[src/source/cache_defs.svh]
`ifndef CACHE_DEFS_SVH
`define CACHE_DEFS_SVH

// direct-mapped, 256 sets of 16-byte lines
`define CACHE_SETS 256
`define INDEX_W    8
`define TAG_W      20

// a line is four word banks
`define BANKS      4
`define WORD_W     32
`define LINE_W     128

`endif

[src/source/cache_pkg.sv]
`default_nettype none
`include "cache_defs.svh"

package cache_pkg;

    typedef logic [`INDEX_W-1:0]         index_t;
    typedef logic [`TAG_W-1:0]           tag_t;
    typedef logic [$clog2(`BANKS)-1:0]   bank_t;
    typedef logic [`WORD_W-1:0]          word_t;
    // bank 0 sits in the low word
    typedef logic [`LINE_W-1:0]          line_t;

    // memory byte address, raw or split into cache fields
    typedef union packed {
        logic [31:0] raw;
        struct packed {
            tag_t        tag;
            index_t      index;
            bank_t       bank;
            logic [1:0]  byte_off;
        } fld;
    } cache_addr_u;

    typedef enum logic [2:0] {
        IDLE,
        LOOKUP,
        MISS,
        REPLACE,
        REFILL
    } cache_state_e;

endpackage

`default_nettype wire

[src/source/mem_bus_pkg.sv]
`default_nettype none

package mem_bus_pkg;

    typedef enum logic [2:0] {
        BYTE = 3'b000,
        HALF = 3'b001,
        WORD = 3'b010,
        LINE = 3'b100
    } mem_type_e;

    typedef logic [3:0] strb_t;

endpackage

`default_nettype wire

[src/source/refill_buffer.sv]
`timescale 1ns/10ps
`default_nettype none

module refill_buffer (
    input  logic                clk,
    input  logic                resetn,
    input  logic                ret_valid,
    input  logic                ret_last,
    input  cache_pkg::word_t    ret_data,
    input  cache_pkg::bank_t    req_bank,
    input  logic                req_is_write,
    input  mem_bus_pkg::strb_t  req_wstrb,
    input  cache_pkg::word_t    req_wdata,
    output logic                refill_en,
    output cache_pkg::bank_t    refill_bank,
    output mem_bus_pkg::strb_t  refill_wstrb,
    output cache_pkg::word_t    refill_data,
    output logic                refill_done,
    output cache_pkg::word_t    refill_word
);
    import cache_pkg::*;

    bank_t beat;
    word_t merged;
    word_t word_q;

    always_ff @(posedge clk) begin
        if (!resetn) begin
            beat <= '0;
        end else if (ret_valid) begin
            beat <= ret_last ? '0 : beat + 1'b1;
        end
    end

    // store bytes replace the returned ones in the requested bank
    always_comb begin
        merged = ret_data;
        if (req_is_write && beat == req_bank) begin
            for (int i = 0; i < 4; i++) begin
                if (req_wstrb[i]) begin
                    merged[i*8 +: 8] = req_wdata[i*8 +: 8];
                end
            end
        end
    end

    always_ff @(posedge clk) begin
        if (ret_valid && beat == req_bank) begin
            word_q <= merged;
        end
    end

    assign refill_en    = ret_valid;
    assign refill_bank  = beat;
    assign refill_wstrb = 4'hf;
    assign refill_data  = merged;
    assign refill_done  = ret_valid && ret_last;
    // requested bank may arrive with the last beat
    assign refill_word  = (refill_done && beat == req_bank) ? merged : word_q;

    a_last_on_fourth: assert property (@(posedge clk) disable iff (!resetn)
        (ret_valid && ret_last) |-> beat == '1);

endmodule

`default_nettype wire

[config.mk]
export PLATFORM = sky130hd
export DESIGN_NAME = refill_buffer
export DESIGN_NICKNAME = d
export VERILOG_FILES = /design/src/source/cache_pkg.sv /design/src/source/mem_bus_pkg.sv /design/src/source/refill_buffer.sv
export VERILOG_INCLUDE_DIRS = /design/src /design/src/source
export SDC_FILE = /design/constraint.sdc
export NUM_CORES = 1
export LEC_CHECK = 0
export BUFFER_PORTS_ARGS = -buffer_cell sky130_fd_sc_hd__buf_2
export CAP_MARGIN = 20
export CORE_AREA = 4 4 76 78
export DETAILED_ROUTE_END_ITERATION = 8
export DIE_AREA = 0 0 80 82
export GPL_TIMING_DRIVEN = 1
export PLACE_DENSITY = 0.85
export SYNTH_ARGS = -nofsm -noshare
export SYNTH_HDL_FRONTEND = slang
export SYNTH_SLANG_ARGS = --single-unit
[constraint.sdc]
create_clock -name clk -period 10.5 [get_ports clk]
set_input_delay 1.05 -clock clk [delete_from_list [all_inputs] [get_ports clk]]
set_output_delay 1.05 -clock clk [all_outputs]
set_load 0.005 [all_outputs]
# After elaboration in Yosys (flattened, before gate mapping)
# Cells that the tools add are included.
# Widths: inputs -> output; s select.
[totals]
inputBits = 75
output_inout_bits = 72
register_bits = 34
[classes]
eq_ne = 1
muxes = 7
add_sub_neg = 1
reduce_logical = 4
[ops]
columns = ["operator", "n"]
rows = [
  ["$mux 32", 2],
  ["$mux 8", 4],
  ["$logic_and 1x1->1", 4],
  ["$add 2x1->2 const B", 1],
  ["$eq 2x2->1", 1],
  ["$mux 2", 1],
]

# Longest topological paths before layout
# Gate-level depths: netlist (run 1).
[depth]
word_depth = 4
ltp_mapped = 4
mapped_depth_nobuf = 3

# Worst setup path after synthesis (run 1)
# OpenSTA, ideal clock, no wires.
[synth_path]
kind = "input to register"
from = "input port req_bank[1]"
to = "register word_q[0], enable pin"
required_ns = 10.032
stages = 2
slack_ns = 6.334
arrival_time_ns = 3.698
n_path_buf = 0
cell_sequence = "xor2_2 > nor3b_1"
[synth_between]
elab_chain_cells = 2
[synth_rtl]
columns = ["item", "line_no", "source"]
rows = [
  ["from (decl)", "refill_buffer.sv:10", "input cache_pkg::bank_t req_bank,"],
  ["$eq 2x2->1", "refill_buffer.sv:48", "if (ret_valid && beat == req_bank) begin"],
  ["$logic_and 1x1->1", "refill_buffer.sv:48", ""],
  ["to (signal assigned)", "refill_buffer.sv:49", "word_q <= merged;"],
  ["to (decl)", "refill_buffer.sv:25", "word_t word_q;"],
]
# Every way passes these cells.
# A chain may end at the register's enable or synchronous reset.

# Worst setup path after layout (run 1)
[layout_path]
from = "input port req_bank[1]"
to = "output port refill_word[29]"
[layout_between]
elab_chain_cells = 4
elab_cells_between_ends = 5
[layout_rtl]
columns = ["item", "line_no", "source"]
rows = [
  ["$eq 2x2->1 *", "refill_buffer.sv:38, refill_buffer.sv:59", ""],
  ["$logic_and 1x1->1", "refill_buffer.sv:38", "if (req_is_write && beat == req_bank) begin"],
  ["$mux 32", "refill_buffer.sv:38", ""],
  ["$mux 32 *", "refill_buffer.sv:59", "assign refill_word = (refill_done && beat == req_bank) ? merged : word_q;"],
  ["to (decl)", "refill_buffer.sv:19", "output cache_pkg::word_t refill_word"],
]
# Every way passes the cells marked *; elsewhere a longest branch is shown, timed or not.

==> results.json, run 1 <==
{
  "outcome": "completed",
  "path_class": "input port to primary output",
  "cts_root_buf": "clkbuf_8",
  "rows": 26,
  "rsz0062_at_grt": "false",
  "initial_utilization_pct": 46.03,
  "syn_area_per_cell_sq_um": 14.69,
  "postSynthCellCount": 159,
  "place_hpwl_um": 4853,
  "cts_sinks": 34,
  "antenna_found_initial": 0,
  "tightest_slew_ps": 800.9,
  "area_delta_synth_final_pct": 36.85,
  "cts_resized": 0,
  "grt_pass1_wl_um": 9114,
  "drt.antenna.violating_nets": 0,
  "fmax_mhz": 248.1,
  "drive_above_1_share_pct": 85.02,
  "cts.htree.levels": 2,
  "grt_max_degree": 19,
  "drv_slew": 0,
  "required_ps": 9450,
  "hold_violations": 0,
  "holdWs_ps": 581.5,
  "finalCritPeriodShare_pct": 38.39,
  "fp.dieArea_sq_mm": 0.006560,
  "synth.cell_area_sq_mm": 0.002336,
  "ys_types": 18,
  "final.setup.tns_ps": 0,
  "coreArea_sq_mm": 0.005075,
  "io_pins": 147,
  "max_slew_margin_pct": 46.55,
  "hold_path_class": "register to register",
  "synth_warnings": 0,
  "vias": 1875,
  "crit_fanout": 17,
  "die_h_um": 82,
  "first_global_vias": 1943,
  "gp_congestion": 0.7296,
  "rrSetupSlack_ps": 8540,
  "viasPerCell": 4.973,
  "clkLatencyLatePin_ps": 280,
  "clockBufferDepth": 2,
  "track_usage_pct": 18.30,
  "dieWidth_um": 80,
  "diodes": 0,
  "leakage_uw": 0.001371,
  "setup_viol": 0,
  "yosysSeqAreaShare_pct": 42.85,
  "cts-buffers-inserted": 5,
  "drt-wirelength-per-cell_um": 16.06,
  "drv_cap": 0,
  "peakVddDrop_mv": 0.08303,
  "drtIter0Drc": 51,
  "port_buffers": 142,
  "crit_path_end_kind": "primary output",
  "cts_tree": "built",
  "clk_pin_slew_ps": 70,
  "arrival_ps": 2980,
  "cts_hold_buffers": 0,
  "nFillCells": 428,
  "drt_pre_antenna_iters": 4,
  "wirelength_um": 6053,
  "grt_overflow_total": 0,
  "ys_seq_elements": 34,
  "nNetsFinal": 381,
  "fin_skew_ps": 9.343,
  "power_density_mw_per_mm2": 105.5,
  "fin_crit_ps": 4031,
  "start_kind": "input port",
  "postCtsSetupRepairBufs": 0,
  "drc": 0
}
[synthesized netlist by cell type, drive strengths merged]
cell type | count | share of area (%)
nand2 | 4 | 1.1
nor3 | 4 | 1.7
and2 | 1 | 0.27
nor2b | 2 | 0.54
o21ai | 1 | 0.21
mux2 | 96 | 46
nor2 | 1 | 0.16
xor2 | 2 | 1.4
and4bb | 1 | 0.54
nor3b | 2 | 1.1
dfxtp | 2 | 1.7
edfxtp | 32 | 41
buf | 8 | 3.1
conb | 1 | 0.16
mux2i | 1 | 0.43
a21oi | 1 | 0.21
[logic make-up (layout without fill, tap and decap cells)]
group | after synthesis | in the layout | share of synthesized area, %
flip-flops | 34 | 34 | 42.85
other | 1 | 4 | 0.1605
XOR/XNOR | 2 | 2 | 1.393
AO/OA/AOI/OAI | 2 | 2 | 0.4281
AND/OR/NAND/NOR | 15 | 15 | 5.410
multiplexers | 97 | 97 | 46.71
buffers and inverters | 8 | 153 | 3.053
[path summary, 6_finish.rpt]
path | startpoint | to | depth (start not counted)
hold reg to reg | refill_bank[1] | refill_bank[1] | 2
hold / removal | refill_bank[1] | refill_bank[1] | 2
setup reg to reg | refill_bank[0] | word_q[22] | 3
setup / recovery | req_bank[1] | refill_word[29] | 6
[critical path, cell delays in order]
cell and delay [ps]:
buf_2 110, xor2_2 210, nor3b_4 720, buf_4 380, mux2_2 370, buf_2 130
[layout make-up]
cell class                      count  area [sq um]  area share [%]
Timing Repair Buffer              145         737.0           23.05
Multi-Input combinational cell    120          1280           40.04
Clock buffer                        7         86.33           2.701
Tap cell                           70         87.58           2.740
Clock inverter                      1         5.005          0.1566
Sequential cell                    34          1001           31.31
[per-stage QoR]
step,worst slack (ps),std cells,power (uW),cell area [sq um],utilization (%)
6_report,6469,377,337.2,3197,62.99
5_1_grt,6338,377,357.0,3197,62.99
4_1_cts,6407,376,340.5,3186,62.77
3_5_place_dp,6407,368,242.7,3094,60.97
3_3_place_gp,6438,368,240.2,3094,60.97
2_1_floorplan,6334,162,204.7,2347,-
[power by group]
| group | internal, uW | switching (uW) |
|---|---|---|
| Combinational | 46.0 | 35.8 |
| Clock | 52.9 | 45.1 |
| Sequential | 156 | 1.87 |
| Total | 254 | 82.8 |
[flip-flops by register name, summed over array words and instances, names as in the netlist]
register,count
refill_bank,2
word_q,32
[cells in the final DEF, fill, tap and decap left out, types with 2 or more instances in the layout]
master / netlist / final
xor2_2: 2 / 2
buf_2: 0 / 142
conb_1: 1 / 4
nor3_2: 4 / 4
buf_4: 5 / 2
nand2_2: 4 / 4
mux2_2: 96 / 96
nor2b_1: 2 / 2
dfxtp_1: 2 / 2
clkbuf_8: 0 / 6
edfxtp_1: 32 / 32
[metal layers]
layer / wire [um] / track usage (%)
met1: 2303 / 19.68
met2: 3161 / 33.44
met3: 431 / 5.373
met4: 157 / 7.601
met5: 0 / 0
(Power assumes the default switching activity.)
==> inputs of run 2 (changes only) <==
- CORE_AREA: 4 4 76 78 -> 4 4 79 81
- DIE_AREA: 0 0 80 82 -> 0 0 83 85
- PLACE_DENSITY: 0.85 -> 0.79
- clock period: 10.5 -> 3.9 ns (I/O delays scaled with it)
==> run 2 against run 1 <==
Setup slack worse by 5400 ps. First-iteration DRC count up 2.0%. Routed wire length up 0.48%. Clock skew down 3.9 ps. Combinational power rose to 2.7 times the previous value. Non-clock buffer count unchanged. Largest power group unchanged.
==> results.json, run 2 (synthesis gave the netlist of run 1 again) <==
{
  "diodes": 0,
  "tightest_slew_ps": 720.2,
  "cts.htree.levels": 2,
  "drt-wirelength-per-cell_um": 16.09,
  "drv_slew": 0,
  "setup_viol": 0,
  "grt_overflow_total": 0,
  "hold_path_class": "input port to register",
  "track_usage_pct": 16.82,
  "postCtsSetupRepairBufs": 0,
  "rows": 27,
  "cts_sinks": 34,
  "fmax_mhz": 354.1,
  "cts_hold_buffers": 0,
  "start_kind": "register",
  "leakage_uw": 0.001360,
  "grt_max_degree": 20,
  "power_uw": 879.4,
  "cts_tree": "built",
  "drive_above_1_share_pct": 84.64,
  "worstPathCellList": "xor2_2 > nor3b_4 > buf_4 > mux2_2 > buf_2",
  "seq_area_sq_mm": 0.001001,
  "viasPerCell": 5.003,
  "port_buffers": 142,
  "fin_skew_ps": 5.447,
  "holdWs_ps": 341.2,
  "wirelength_um": 6082,
  "coreArea_sq_mm": 0.005473,
  "rsz0062_at_grt": "false",
  "hold_violations": 0,
  "outcome": "completed",
  "reg2regPathDepth": 3,
  "drv_cap": 0,
  "holdPathEnd": "refill_bank[1]",
  "slowest_delay_ps": 610,
  "vias": 1891,
  "cts-buffers-inserted": 5,
  "max_slew_margin_pct": 51.72,
  "final_core_util_pct": 58.12,
  "cts_resized": 0,
  "antenna_found_initial": 0,
  "final_common_cell": "buf_2",
  "drt_pre_antenna_iters": 4,
  "slowest_stage": "nor3b_4",
  "fin_crit_ps": 2824,
  "finalCritPeriodShare_pct": 72.42,
  "largest_reg_flops": 32,
  "crit_fanout": 19,
  "nFillCells": 496,
  "power_density_mw_per_mm2": 276.5,
  "gp_congestion": 0.8191,
  "r2r-end": "word_q[18]",
  "r2r_start": "refill_bank[0]",
  "place_hpwl_um": 4949,
  "final.setup.tns_ps": 0,
  "hold_depth": 2,
  "clockBufferDepth": 2,
  "dieWidth_um": 83,
  "peakVddDrop_mv": 0.1770,
  "die_h_um": 85,
  "required_ps": 3510,
  "crit_path_end_kind": "primary output",
  "drtIter0Drc": 52,
  "first_global_vias": 2009,
  "multi_input_area_sq_mm": 0.001280,
  "cts_root_buf": "clkbuf_8",
  "arrival_ps": 2430,
  "drc": 0,
  "path_class": "register to primary output",
  "grt_pass1_wl_um": 9577,
  "clkLatencyLatePin_ps": 270,
  "io_pins": 147,
  "regMostFlops": "word_q",
  "min-delay-start": "resetn",
  "drt.antenna.violating_nets": 0,
  "nNetsFinal": 381,
  "initial_utilization_pct": 42.68,
  "fp.dieArea_sq_mm": 0.007055,
  "area_delta_synth_final_pct": 36.15,
  "rrSetupSlack_ps": 1930,
  "final_cell_mix": "buf_2 (142), mux2_2 (96), edfxtp_1 (32)",
  "clk_pin_slew_ps": 70
}
## run 2: cell count changes in the layout (fill, tap and decap cells not counted)
cell and delta:
clkbuf_8 -1, buf_6 -1, buf_4 +1, clkbuf_1 +1
clkinv_2 -1
## run 2: critical path: cells and delay by family, from the launching register on
kind          cells  cell delay, ps
buf+inv           2             520
mux               1             370
simple gates      1             610
flops             1             440
xor+xnor          1             200
## run 2: worst max-delay path by stage
stage               slack (ps)  cells after the start            from              end
floorplan                  390                      2     req_bank[1]        word_q[0]
global placement          1280                      6     req_bank[1]  refill_word[12]
detailed placement        1230                      6     req_bank[1]   refill_word[8]
CTS                       1010                      5  refill_bank[0]  refill_word[13]
global route               890                      5  refill_bank[0]  refill_word[19]
finish                    1080                      5  refill_bank[0]   refill_word[4]
## run 2: layout make-up
class | count | area share (%)
Sequential cell | 34 | 31.47
Clock buffer | 7 | 2.400
Tap cell | 72 | 2.832
Multi-Input combinational cell | 120 | 40.24
Timing Repair Buffer | 145 | 23.05
## run 2: through the flow
stage / area [sq um] / setup WS (ps) / instances
after detailed placement: 3104 / 1232 / 371
final: 3181 / 1076 / 378
after floorplan: 2347 / 394.3 / 162
after CTS: 3181 / 1008 / 378
after global routing: 3181 / 893.1 / 378
after global placement: 3104 / 1277 / 371
## run 2: layer usage
metal	wire length, um	vias up	track usage, %
met4	105	0	5.498
met5	0	-	0
met3	456	12	5.534
met1	2346	889	18.04
li1	-	901	-
met2	3174	89	31.12
## run 2: power breakdown
part	internal, uW	switching (uW)	leakage [uW]
combinational	124	97.4	0.00101
clock	123	112	0.0000383
sequential	419	4.89	0.000310
total	665	214	0.00136
==> inputs of run 3 (changes only) <==
- clock period: 3.9 -> 2.88 ns (I/O delays scaled with it)
==> run 3 against run 2 <==
Register-to-register slack worse by 1000 ps. Critical path type unchanged. Clock power up 38%. Clock skew up 4.4 ps. Critical endpoint is now refill_word[1]. Clock-buffer cell count down 1. Die area unchanged.
==> results.json, run 3 (synthesis gave the netlist of run 1 again) <==
{
  "place_area_sq_mm": 0.003118,
  "arrival_ps": 2190,
  "viasPerCell": 4.950,
  "cts_hold_buffers": 0,
  "fin_skew_ps": 9.825,
  "cts_resized": 0,
  "start_kind": "register",
  "cts.htree.levels": 2,
  "track_usage_pct": 17.05,
  "peakVddDrop_mv": 0.2560,
  "rrSetupSlack_ps": 900,
  "seq_area_sq_mm": 0.001001,
  "largest_reg_flops": 32,
  "final_cell_area_sq_mm": 0.003201,
  "gp_congestion": 0.7568,
  "port_buffers": 142,
  "clkLatencyLatePin_ps": 280,
  "path_class": "register to primary output",
  "power_density_mw_per_mm2": 374.6,
  "drt.antenna.violating_nets": 0,
  "cts_tree": "built",
  "setup_slack_ps": 399.6,
  "slowest_delay_ps": 450,
  "grt_overflow_total": 0,
  "vias": 1881,
  "fin_crit_ps": 2480,
  "place_hpwl_um": 4860,
  "required_ps": 2590,
  "dieWidth_um": 83,
  "final_cell_mix": "buf_2 (142), mux2_2 (96), edfxtp_1 (32)",
  "first_global_vias": 2022,
  "clockBufferDepth": 2,
  "drt_pre_antenna_iters": 3,
  "clk_pin_slew_ps": 60,
  "diodes": 0,
  "postCtsSetupRepairBufs": 0,
  "coreArea_sq_mm": 0.005473,
  "drc": 0,
  "cts_sinks": 34,
  "crit_path_end_kind": "primary output",
  "hold_violations": 0,
  "area_delta_synth_final_pct": 37.01,
  "grt_pass1_wl_um": 9666,
  "fmax_mhz": 403.2,
  "regMostFlops": "word_q",
  "drtIter0Drc": 38,
  "path_delay_family": "simple AND/OR/NAND/NOR gates",
  "multi_input_area_sq_mm": 0.001286,
  "cts-buffers-inserted": 5,
  "nNetsFinal": 382,
  "rows": 27,
  "crit_start": "refill_bank[0]",
  "leakage_uw": 0.001375,
  "grt_max_degree": 22,
  "fp.dieArea_sq_mm": 0.007055,
  "max_slew_margin_pct": 51.34,
  "cts_root_buf": "clkbuf_8",
  "setup_viol": 0,
  "drive_above_1_share_pct": 85.06,
  "initial_utilization_pct": 42.68,
  "place_ws_ps": 646.5,
  "drv_cap": 0,
  "wirelength_um": 5980,
  "tightest_slew_ps": 726.0,
  "finalCritPeriodShare_pct": 86.13,
  "nFillCells": 485,
  "io_pins": 147,
  "outcome": "completed",
  "final.setup.tns_ps": 0,
  "drv_slew": 0,
  "antenna_found_initial": 0,
  "drt-wirelength-per-cell_um": 15.74,
  "worstPathCellList": "xor2_2 > nor3b_4 > buf_4 > mux2_2 > buf_2",
  "hold_path_class": "input port to register",
  "power_uw": 1199,
  "crit_fanout": 14,
  "crit_buf_inv": 2,
  "slowest_stage": "nor3b_4",
  "r2r_start": "refill_bank[0]",
  "min-delay-start": "resetn",
  "final_common_cell": "buf_2",
  "rsz0062_at_grt": "false",
  "die_h_um": 85
}
## run 3: where the power goes
part	leakage (uW)	switching [uW]	total [uW]	internal (uW)
registers	0.000310	6.45	574	567
clock network	0.0000450	158	325	167
logic	0.00102	132	300	169
## run 3: area by class of cell
type / instances / share of cell area, %
multi-input cells: 120 / 40.19
clock buffers: 6 / 2.267
clock inverters: 2 / 0.3127
flip-flops and latches: 34 / 31.27
well taps: 72 / 2.815
repair buffers: 146 / 23.14
## run 3: metal layers
layer / vias up / part of all wire, % / routed length, um / track usage, %
li1: 907 / - / - / -
met1: 890 / 39 / 2341 / 18.53
met2: 77 / 53 / 3168 / 31.63
met3: 7 / 6.6 / 392 / 4.466
met4: 0 / 1.3 / 78 / 6.538
met5: - / 0 / 0 / 0
## run 3: worst register-to-register path, stage by stage (launching register included)
cell     delay [ps]
dfxtp_1         440
xor2_2          210
nor3_2          630
mux2_2          440
## run 3: worst paths after layout
path | endpoint | cells past startpoint
worst max register to register | word_q[22] | 3
worst max-delay path | refill_word[1] | 5
worst min register to register | refill_bank[1] | 2
worst min-delay path | refill_bank[1] | 2
## run 3: through the flow
| stage | std cells | hold WS, ps | utilization [%] |
|---|---|---|---|
| 2_1_floorplan | 162 | 416.2 | - |
| 3_3_place_gp | 372 | 518.2 | 56.97 |
| 3_5_place_dp | 372 | 523.0 | 56.97 |
| 4_1_cts | 380 | 233.5 | 58.48 |
| 5_1_grt | 380 | 284.7 | 58.48 |
| 6_report | 380 | 245.5 | 58.48 |
