$ cat config.mk
export PLATFORM = sky130hd
export DESIGN_NAME = store_buffer
export DESIGN_NICKNAME = d
export VERILOG_FILES = /design/src/source/cache_pkg.sv /design/src/source/mem_bus_pkg.sv /design/src/source/store_buffer.sv
export VERILOG_INCLUDE_DIRS = /design/src /design/src/source
export SDC_FILE = /design/constraint.sdc
export NUM_CORES = 1
export LEC_CHECK = 0
export BUFFER_PORTS_ARGS = -buffer_cell sky130_fd_sc_hd__clkbuf_2
export CELL_PAD_IN_SITES_DETAIL_PLACEMENT = 1
export CELL_PAD_IN_SITES_GLOBAL_PLACEMENT = 2
export CORE_UTILIZATION = 27
export CTS_BUF_LIST = sky130_fd_sc_hd__clkbuf_8
export DETAILED_ROUTE_END_ITERATION = 10
export MAX_ROUTING_LAYER = met4
export PLACE_DENSITY = 0.91
export SLEW_MARGIN = 20
export SYNTH_ARGS = -nofsm -noshare
export SYNTH_HDL_FRONTEND = slang
export SYNTH_SLANG_ARGS = --single-unit
$ cat constraint.sdc
create_clock -name clk -period 1 [get_ports clk]
set_input_delay 0.15 -clock clk [delete_from_list [all_inputs] [get_ports clk]]
set_output_delay 0.15 -clock clk [all_outputs]
set_load 0.05 [all_outputs]
$ cat src/source/cache_defs.svh
`ifndef CACHE_DEFS_SVH
`define CACHE_DEFS_SVH

// direct-mapped, 256 sets of 16-byte lines
`define CACHE_SETS 256
`define INDEX_W    8
`define TAG_W      20

// a line is four word banks
`define BANKS      4
`define WORD_W     32
`define LINE_W     128

`endif

$ cat src/source/cache_pkg.sv
`default_nettype none
`include "cache_defs.svh"

package cache_pkg;

    typedef logic [`INDEX_W-1:0]         index_t;
    typedef logic [`TAG_W-1:0]           tag_t;
    typedef logic [$clog2(`BANKS)-1:0]   bank_t;
    typedef logic [`WORD_W-1:0]          word_t;
    // bank 0 sits in the low word
    typedef logic [`LINE_W-1:0]          line_t;

    // memory byte address, raw or split into cache fields
    typedef union packed {
        logic [31:0] raw;
        struct packed {
            tag_t        tag;
            index_t      index;
            bank_t       bank;
            logic [1:0]  byte_off;
        } fld;
    } cache_addr_u;

    typedef enum logic [2:0] {
        IDLE,
        LOOKUP,
        MISS,
        REPLACE,
        REFILL
    } cache_state_e;

endpackage

`default_nettype wire

$ cat src/source/mem_bus_pkg.sv
`default_nettype none

package mem_bus_pkg;

    typedef enum logic [2:0] {
        BYTE = 3'b000,
        HALF = 3'b001,
        WORD = 3'b010,
        LINE = 3'b100
    } mem_type_e;

    typedef logic [3:0] strb_t;

endpackage

`default_nettype wire

$ cat src/source/store_buffer.sv
`timescale 1ns/10ps
`default_nettype none

module store_buffer (
    input  logic                clk,
    input  logic                resetn,
    input  logic                capture,
    input  cache_pkg::index_t   req_index,
    input  cache_pkg::bank_t    req_bank,
    input  mem_bus_pkg::strb_t  req_wstrb,
    input  cache_pkg::word_t    req_wdata,
    input  cache_pkg::index_t   new_index,
    input  cache_pkg::bank_t    new_bank,
    output logic                store_en,
    output cache_pkg::index_t   store_index,
    output cache_pkg::bank_t    store_bank,
    output mem_bus_pkg::strb_t  store_wstrb,
    output cache_pkg::word_t    store_data,
    output logic                conflict
);

    always_ff @(posedge clk) begin
        if (!resetn) begin
            store_en <= 1'b0;
        end else begin
            store_en <= capture;
        end
    end

    always_ff @(posedge clk) begin
        if (capture) begin
            store_index <= req_index;
            store_bank  <= req_bank;
            store_wstrb <= req_wstrb;
            store_data  <= req_wdata;
        end
    end

    // new request would read the word still being written
    assign conflict = store_en && store_index == new_index && store_bank == new_bank;

    a_no_back_to_back: assert property (@(posedge clk) disable iff (!resetn)
        capture |-> !store_en);

endmodule

`default_nettype wire

# --- After elaboration in Yosys (flattened, before gate mapping) ---
# Cells that the tools add are included.
totals:
  ff_bits: 47
  latch_bits: 0
  ram_bits: 0
  rom_bits: 0
  in_bits: 59
  out_inout_bits: 48
  elab_cells: 9
  mem_count: 0
op_classes:
  add_sub_neg: 0
  mul: 0
  n_div: 0
  n_lt_le_gt_ge: 0
  n_eq_ne: 2
  shifts: 0
  mux: 0
  bitwise: 0
  n_reduce_logical: 2
op_table:
  columns: ["operator", "count"]
  rows:
  - ["8-bit == test", 1]
  - ["2-bit == test", 1]
  - ["1-bit logical AND", 2]

# --- Depth between registers and ports, before layout ---
# Gate-level depths: netlist of the first run.
depth:
  word_depth: 3
  ltp_mapped: 3
  mapped_depth_nobuf: 3

# --- Worst setup path before layout of the first run ---
# No wires, ideal clock.
synth_timing:
  path_kind: "reg2out"
  start: "reg store_index[5]"
  end: "out conflict"
  arrival_time_ns: 1.605
  t_required_ns: 0.850
  setup_slack_ns: -0.755
  path_stages_with_launch: 4
  path_buffers: 0
  cell_sequence: "edfxtp_1 xnor2_1 nand4_1 nor3_2"
synth_between:
  elab_chain_cells: 3
synth_rtl:
  columns: ["element", "line_no", "rtl"]
  rows:
  - ["start, declared", "store_buffer.sv:15", "output cache_pkg::index_t store_index,"]
  - ["start signal, assigned", "store_buffer.sv:32", "store_index <= req_index;"]
  - ["8-bit == test", "store_buffer.sv:40", "assign conflict = store_en && store_index == new_index && store_bank == new_bank;"]
  - ["1-bit logical AND (2 in series)", "store_buffer.sv:40", null]
  - ["end, declared", "store_buffer.sv:19", "output logic conflict"]
# Every way passes these cells.

# --- Final worst setup path of the first run ---
layout_timing:
  start: "reg store_index[2]"
  end: "out conflict"
# The elaborated chain is that of the path after synthesis.

==> results of run 1 <==
-- flip-flops by register name (all words and copies together), names as in the netlist --
| signal | flops |
|---|---|
| store_wstrb | 4 |
| store_en | 1 |
| store_index | 8 |
| store_bank | 2 |
| store_data | 32 |
-- stage by stage --
| step | setup slack, ps | area (sq um) |
|---|---|---|
| after detailed placement | -380.9 | 2195 |
| after global routing | -725.7 | 2790 |
| after global placement | -313.3 | 2195 |
| after CTS | -613.0 | 2704 |
| after floorplan | -604.1 | 1529 |
| final | -593.4 | 2790 |
-- power by group --
| part | internal (mW) | switching (mW) | total [mW] | leakage [nW] |
|---|---|---|---|---|
| clock | 0.467 | 0.558 | 1.02 | 0.0444 |
| sequential | 2.34 | 0.0928 | 2.43 | 0.459 |
| combinational | 0.512 | 0.707 | 1.22 | 0.697 |
| total | 3.32 | 1.36 | 4.67 | 1.20 |
-- repair_timing --
| action | CTS | global route |
|---|---|---|
| setup buffers | 1 | 4 |
| endpoints found under the setup margin | 48 | 48 |
| gates resized for setup | 96 | 29 |
| pin swaps | 0 | 3 |
-- metal layers --
metal / vias to the layer above / track usage [%] / part of all wire (%)
met5: - / - / 0
met1: 490 / 12.42 / 32
met3: 5 / 5.952 / 9.6
met2: 71 / 25.36 / 57
met4: 0 / 3.962 / 0.93
li1: 478 / - / -
-- kinds of logic after synthesis --
family        after synthesis
xor+xnor                   10
simple gates                5
flops                      47
-- cells in the final DEF, fill, tap and decap left out --
cell type,instances
and2_1,1
buf_12,2
buf_4,2
buf_6,4
buf_8,21
clkbuf_2,58
clkbuf_8,31
clkinv_1,2
dfxtp_1,1
edfxtp_1,46
inv_1,1
nand3_1,1
nand4_1,2
nor3_4,1
xnor2_1,6
xnor2_2,4
-- area by class of cell --
| class | instances | area share [%] |
|---|---|---|
| clock inverter | 3 | 0.4036 |
| clock buffer | 5 | 2.466 |
| multi-input combinational | 15 | 5.650 |
| timing repair buffer | 113 | 38.12 |
| sequential | 47 | 50.22 |
| tap | 70 | 3.139 |
-- how the worst max path moves through the flow --
| stage | start | end | slack [ps] | cells after the start |
|---|---|---|---|---|
| after floorplan | store_index[5] | conflict | -600 | 3 |
| after global placement | store_index[5] | conflict | -310 | 4 |
| after detailed placement | store_index[3] | conflict | -380 | 4 |
| after CTS | store_index[5] | conflict | -610 | 4 |
| after global routing | store_index[6] | conflict | -730 | 4 |
| final | store_index[2] | conflict | -590 | 4 |
==> qor.yml, run 1 <==
outcome: "complete, but fails checks"
violations: "setup timing"
die_area_sq_um: 5944
synth_most_common_cell: "edfxtp_1"
boundaryPins: 107
drive_above_1_share_pct: 67.21
leakage_nw: 1.200
avgRoutedWirePerCell_um: 15.27
min_path_cells: 1
drt-total-wl_mm: 3.863
synthArstFlopShare_pct: 0
n_fill_cell: 502
cp_max_fo: 2
h-tree-depth: 2
cp.required_ps: 850
finalWorstSetupSlack_ps: -593.4
synthAdderAreaFrac_pct: 0
yosys-mux-area-fraction_pct: 0
yosysWarningCount: 0
synth_area_leaders: "edfxtp_1, xnor2_1, dfxtp_1, nand4_1, nor3_2"
synth_top_family_by_area: "XOR/XNOR gates"
drtIter0Drc: 12
clk_pin_slew_ps: 80
synthXorXnorAreaFrac_pct: 5.752
cts-hold-fix-buffers: 0
place_congestion: 0.6487
cts_inserted_buffers: 5
dr.pass1.iters: 3
finish.net_count: 241
fin_util_pct: 52.94
syn_nets: 121
power.density_nw_per_um2: 1675
slowest_delay_ps: 440
drc: 0
num_antenna_cells: 0
cts_tree: "done"
hold_violations: 0
antenna_left: 0
cp-end-kind: "output port"
fin_tns_setup_ps: -2150
post-route-min-period_ps: 1593
crit_family: "flip-flops"
synth_cell_type_count: 7
initial_core_util_pct: 28.89
placed_cells: 241
min_path_type: "in2reg"
cp_num_buf_inv: 1
port_buffers: 106
worstMarginPinSlew_ps: 167.3
min_to: "store_data[6]"
cts_sinks: 47
fp-row-count: 26
multi_input_area_sq_um: 157.7
grt_antenna_before_repair: 0
grtUsageTotal_pct: 13.63
synth_edf_count: 46
synth.avg_cell_area_sq_um: 24.56
max_freq_mhz: 627.6
critPathSlowestCell: "edfxtp_1"
root_buffer: "clkbuf_8"
rsz0062_at_grt: "true"
slew_violations: 0
clk_path_buf_depth: 2
whs_ps: 30.34
synth-main-ff-cell: "edfxtp_1"
synth-simple-area-share_pct: 2.219
stdcell_count: 253
grt_pass1_wl_mm: 5.768
finalSetupViolations: 40
cap_violations: 0
synth_compound_area_share_pct: 0
synth_top_area_share_pct: 90.71
seq_area_frac_synth_pct: 92.03
syn_area_sq_um: 1523
hp-start: "req_wdata[6]"
core_area_sq_um: 5270
ys_ff_latch: 47
areaGrowthSynthToFinish_pct: 83.24
worstPathCellList: "xnor2_1 > nand3_1 > nor3_4 > buf_8"
grt_start_max_net_pins: 27
period_share_pct: 159.3
power_mw: 4.673
synthTopCellsByCount: "edfxtp_1, xnor2_1, nand4_1"
start_kind: "flip-flop"
grt_pass1_vias: 1145
slew_headroom_pct: 88.77
overflow: 0
chipHeight_um: 77.10
cp_data_arrival_time_ps: 1440
synthCells: 62
vdd_drop_max_mv: 0.8460
crit_type: "reg2out"
die_w_um: 77.10
vias_per_cell: 4.126
regArea_sq_um: 1401
yosysTopAreaCell: "edfxtp_1"
vias: 1044
Power figures use the tool's default switching activity.
==> run 2: changes to the inputs <==
--- a/config.mk
+++ b/config.mk
@@ -9,11 +9,11 @@
 export BUFFER_PORTS_ARGS = -buffer_cell sky130_fd_sc_hd__clkbuf_2
 export CELL_PAD_IN_SITES_DETAIL_PLACEMENT = 1
 export CELL_PAD_IN_SITES_GLOBAL_PLACEMENT = 2
-export CORE_UTILIZATION = 27
+export CORE_UTILIZATION = 24
 export CTS_BUF_LIST = sky130_fd_sc_hd__clkbuf_8
 export DETAILED_ROUTE_END_ITERATION = 10
 export MAX_ROUTING_LAYER = met4
-export PLACE_DENSITY = 0.91
+export PLACE_DENSITY = 0.86
 export SLEW_MARGIN = 20
 export SYNTH_ARGS = -nofsm -noshare
 export SYNTH_HDL_FRONTEND = slang
==> constraint.sdc (replaced) <==
create_clock -name clk -period 1.35 [get_ports clk]
set_input_delay 0.2025 -clock clk [delete_from_list [all_inputs] [get_ports clk]]
set_output_delay 0.2025 -clock clk [all_outputs]
set_load 0.05 [all_outputs]
==> run 2 against run 1 <==
  * The run still ends with setup timing left
  * Power fell by 31%
  * Design area shrank 18%
  * Critical path type unchanged
  * Largest power group unchanged
  * Via count is 1.6% lower
  * Hold slack improved by 51 ps
  * Cell count rose by 0.79%
  * Utilization is 15 points lower
  * Worst setup slack improved by 320 ps
==> qor.yml, run 2 (synthesis gave the netlist of run 1 again) <==
avgRoutedWirePerCell_um: 13.89
top_regs: "store_data (32), store_index (8), store_wstrb (4)"
drive_above_1_share_pct: 64.44
grtUsageTotal_pct: 10.53
num_antenna_cells: 0
min_path_type: "in2reg"
cap_violations: 0
areaGrowthSynthToFinish_pct: 50.12
drtIter0Drc: 16
die_w_um: 81.66
port_buffers: 106
finalSetupViolations: 1
max_freq_mhz: 617.5
worstPathCellList: "xnor2_1 > nand4_1 > nor3_4 > buf_8"
outcome: "complete, but fails checks"
hold_violations: 0
die_area_sq_um: 6668
fp-row-count: 28
critPathSlowestCell: "edfxtp_1"
grt_antenna_before_repair: 0
power.density_nw_per_um2: 1410
combPwrFrac_pct: 21.0
place_congestion: 0.5995
vias_per_cell: 4.027
root_buffer: "clkbuf_8"
crit_family: "flip-flops"
drt-total-wl_mm: 3.543
clkPwrFrac_pct: 24.2
placed_cells: 245
finalWorstSetupSlack_ps: -269.3
cp.required_ps: 1150
min_to: "store_data[24]"
grt_pass1_wl_mm: 4.823
post-route-min-period_ps: 1619
mostFrequentLayoutCell: "clkbuf_2"
p_sw_mw: 0.9823
cts_sinks: 47
internal_power_mw: 2.241
cp-end-kind: "output port"
hp-start: "req_wdata[24]"
overflow: 0
top_register: "store_data"
vias: 1027
critPathLaunch: "store_bank[1]"
stdcell_count: 255
layout_common_cells: "clkbuf_2, edfxtp_1, xnor2_1"
crit_type: "reg2out"
leakage_nw: 1.009
seqPwrFrac_pct: 54.9
path_depth: 4
antenna_left: 0
n_fill_cell: 660
slew_headroom_pct: 79.86
cts-hold-fix-buffers: 0
dr.pass1.iters: 2
vdd_drop_max_mv: 0.5792
drc: 0
cp_max_fo: 2
worstMarginPinSlew_ps: 302.2
clk_path_buf_depth: 2
cp_num_buf_inv: 1
cts_tree: "done"
core_area_sq_um: 6026
boundaryPins: 107
chipHeight_um: 81.66
period_share_pct: 120.0
grt_pass1_vias: 1051
start_kind: "flip-flop"
slowest_delay_ps: 420
power_mw: 3.223
finish.net_count: 238
largest_register_ffs: 32
min_path_cells: 1
violations: "setup timing"
slew_violations: 0
clk_pin_slew_ps: 80
cp_data_arrival_time_ps: 1420
cts_inserted_buffers: 5
whs_ps: 81.48
grt_start_max_net_pins: 25
h-tree-depth: 2
switching_share_pct: 30.48
initial_core_util_pct: 25.27
rsz0062_at_grt: "true"
-- run 2: cell types whose count changed in the layout (fill, tap and decap cells not counted) --
cell      before  now
buf_8         21    1
buf_4          2    3
clkbuf_2      58  105
buf_6          4    0
xnor2_2        4    0
clkbuf_8      31    5
xnor2_1        6   10
buf_12         2    1
-- run 2: timing repair --
action | in CTS | in global routing
pin swaps | 4 | 0
buffers inserted | 2 | 0
endpoints found under the setup margin | 1 | 1
resized for setup | 2 | 1
-- run 2: how the worst max path moves through the flow --
stage and end:
6_report conflict, 5_1_grt conflict, 4_1_cts conflict, 3_5_place_dp conflict, 3_3_place_gp conflict, 2_1_floorplan conflict
-- run 2: power groups by stage --
stage | Clock [mW] | Sequential [mW] | Combinational, mW
final | 0.779 | 1.77 | 0.676
after global routing | 0.872 | 1.78 | 0.705
after CTS | 0.833 | 1.77 | 0.684
after detailed placement | 0 | 1.80 | 0.676
after global placement | 0 | 1.80 | 0.665
after floorplan | 0 | 2.20 | 0.0381
-- run 2: per-layer routing --
metal	global-route usage, %	routed length, um	vias up
li1	-	-	474
met3	4.778	366	5
met2	18.83	1880	65
met5	-	0	-
met4	4.211	45	0
met1	9.682	1251	483
-- run 2: layout make-up --
class                   instances  area, sq um  share of cell area, %
flip-flops and latches         47         1401                  61.30
repair buffers                110        583.1                  25.51
multi-input cells              15        127.6                  5.583
well taps                      75        93.84                  4.105
clock buffers                   5        68.82                  3.010
clock inverters                 3        11.26                 0.4926
-- run 2: through the flow --
step	setup WS, ps	util (%)	cell area, sq um	TNS [ps]
4_1_cts	-320.8	37.92	2285	-320.8
5_1_grt	-355.0	37.94	2286	-355.0
6_report	-269.3	37.94	2286	-269.3
2_1_floorplan	-306.6	-	1529	-306.6
3_5_place_dp	-69.57	36.19	2181	-69.57
3_3_place_gp	-11.88	36.19	2181	-11.88
==> run 3: changes to the inputs <==
--- a/config.mk
+++ b/config.mk
@@ -6,7 +6,7 @@
 export SDC_FILE = /design/constraint.sdc
 export NUM_CORES = 1
 export LEC_CHECK = 0
-export BUFFER_PORTS_ARGS = -buffer_cell sky130_fd_sc_hd__clkbuf_2
+export BUFFER_PORTS_ARGS = -buffer_cell sky130_fd_sc_hd__buf_2
 export CELL_PAD_IN_SITES_DETAIL_PLACEMENT = 1
 export CELL_PAD_IN_SITES_GLOBAL_PLACEMENT = 2
 export CORE_UTILIZATION = 24
==> run 3 against run 2 <==
  * The run still ends with setup timing left
  * Critical endpoint unchanged
  * Power down 0.99%
  * Fmax rose by 1.3%
  * Design area is 0.99% lower
  * Largest power group unchanged
  * Wire length fell by 5.2%
  * Clock power fell by 2%
  * Non-clock buffer count shrank 1
  * Global-route usage shrank 0.51 points
  * First-iteration DRC count is 31% lower
  * Cell count decreased by 0.39%
  * Utilization is 0.37 points lower
  * Hold slack gained 3.3 ps
  * Via count decreased by 1.6%
==> qor.yml, run 3 (synthesis gave the netlist of run 1 again) <==
fin_util_pct: 37.56
critPathSlowestCell: "edfxtp_1"
min_path_type: "in2reg"
max_freq_mhz: 625.4
hpwl_mm: 2.720
place_congestion: 0.5898
drive_above_1_share_pct: 64.80
mostFrequentLayoutCell: "buf_2"
cts_tree: "done"
hold_violations: 0
vias_per_cell: 3.980
dp_slack_ps: -55.50
slew_violations: 0
cp-end-kind: "output port"
antenna_left: 0
port_buffers: 106
finalSetupViolations: 1
die_w_um: 81.66
clk_path_buf_depth: 2
core_area_sq_um: 6026
grt_antenna_before_repair: 0
start_kind: "flip-flop"
cts_inserted_buffers: 5
initial_core_util_pct: 25.27
drc: 0
cap_violations: 0
cp_data_arrival_time_ps: 1400
root_buffer: "clkbuf_8"
top_regs: "store_data (32), store_index (8), store_wstrb (4)"
top_register: "store_data"
areaGrowthSynthToFinish_pct: 48.64
power.density_nw_per_um2: 1410
cp_max_fo: 2
fp-row-count: 28
layout_common_cells: "buf_2, edfxtp_1, xnor2_1"
cts_sinks: 47
chipHeight_um: 81.66
fin_area_sq_um: 2263
place_area_sq_um: 2168
drt-total-wl_mm: 3.357
finalWorstSetupSlack_ps: -248.9
post-route-min-period_ps: 1599
cp.required_ps: 1150
grtUsageTotal_pct: 10.01
period_share_pct: 118.4
violations: "setup timing"
clk_pin_slew_ps: 80
rsz0062_at_grt: "true"
dr.pass1.iters: 3
worstMarginPinSlew_ps: 293.1
boundaryPins: 107
grt_pass1_wl_mm: 4.685
worstPathCellList: "xnor2_1 > nand4_1 > nor3_4 > buf_6"
cp_num_buf_inv: 1
h-tree-depth: 2
finish.net_count: 237
slew_headroom_pct: 80.46
crit_family: "flip-flops"
drtIter0Drc: 11
crit_type: "reg2out"
slowest_delay_ps: 410
grt_pass1_vias: 1035
grt_start_max_net_pins: 25
power_mw: 3.191
die_area_sq_um: 6668
largest_register_ffs: 32
n_fill_cell: 673
outcome: "complete, but fails checks"
vias: 1011
leakage_nw: 0.9823
vdd_drop_max_mv: 0.7164
avgRoutedWirePerCell_um: 13.22
num_antenna_cells: 0
overflow: 0
fin_tns_setup_ps: -248.9
run 3: changes by cell type in the layout (fill, tap and decap cells not counted):
cell      change
clkinv_1      -2
clkinv_2      +1
inv_1         +1
buf_2       +105
buf_12        -1
buf_8         -1
clkbuf_2    -105
buf_6         +1
run 3: report_power, final:
group	internal (mW)	leakage, nW	switching [mW]
Combinational	0.163	0.473	0.504
Clock	0.348	0.0505	0.412
Sequential	1.73	0.459	0.0355
run 3: path summary, 6_finish.rpt:
check                       from  cells after the start  slack (ps)             end
setup / recovery  store_index[0]                      4        -250        conflict
hold / removal     req_wdata[31]                      1          80  store_data[31]
run 3: timing repair:
item	CTS	global route
resized for setup	2	0
cloned	0	0
hold buffers	0	0
hold endpoints to repair	0	0
setup buffers	1	0
pin swaps	4	2
setup endpoints to repair	1	1
run 3: layout make-up:
class | count | area (sq um) | area share, %
Clock buffer | 5 | 68.82 | 3.040
Clock inverter | 3 | 12.51 | 0.5528
Tap cell | 75 | 93.84 | 4.146
Timing Repair Buffer | 109 | 559.3 | 24.71
Multi-Input combinational cell | 15 | 127.6 | 5.638
Sequential cell | 47 | 1401 | 61.91
run 3: routing by layer:
layer | up-vias | share of wire [%] | wire, um | global-route usage [%]
li1 | 469 | - | - | -
met1 | 473 | 36 | 1214 | 10.25
met2 | 67 | 53 | 1779 | 17.67
met3 | 2 | 10 | 351 | 4.111
met4 | 0 | 0.36 | 12 | 2.632
met5 | - | 0 | 0 | -
run 3: through the flow:
step / hold slack, ps / instances
after CTS: 70.60 / 254
after global placement: 378.5 / 245
after global routing: 68.03 / 254
final: 84.77 / 254
after floorplan: 301.4 / 62
after detailed placement: 380.8 / 245
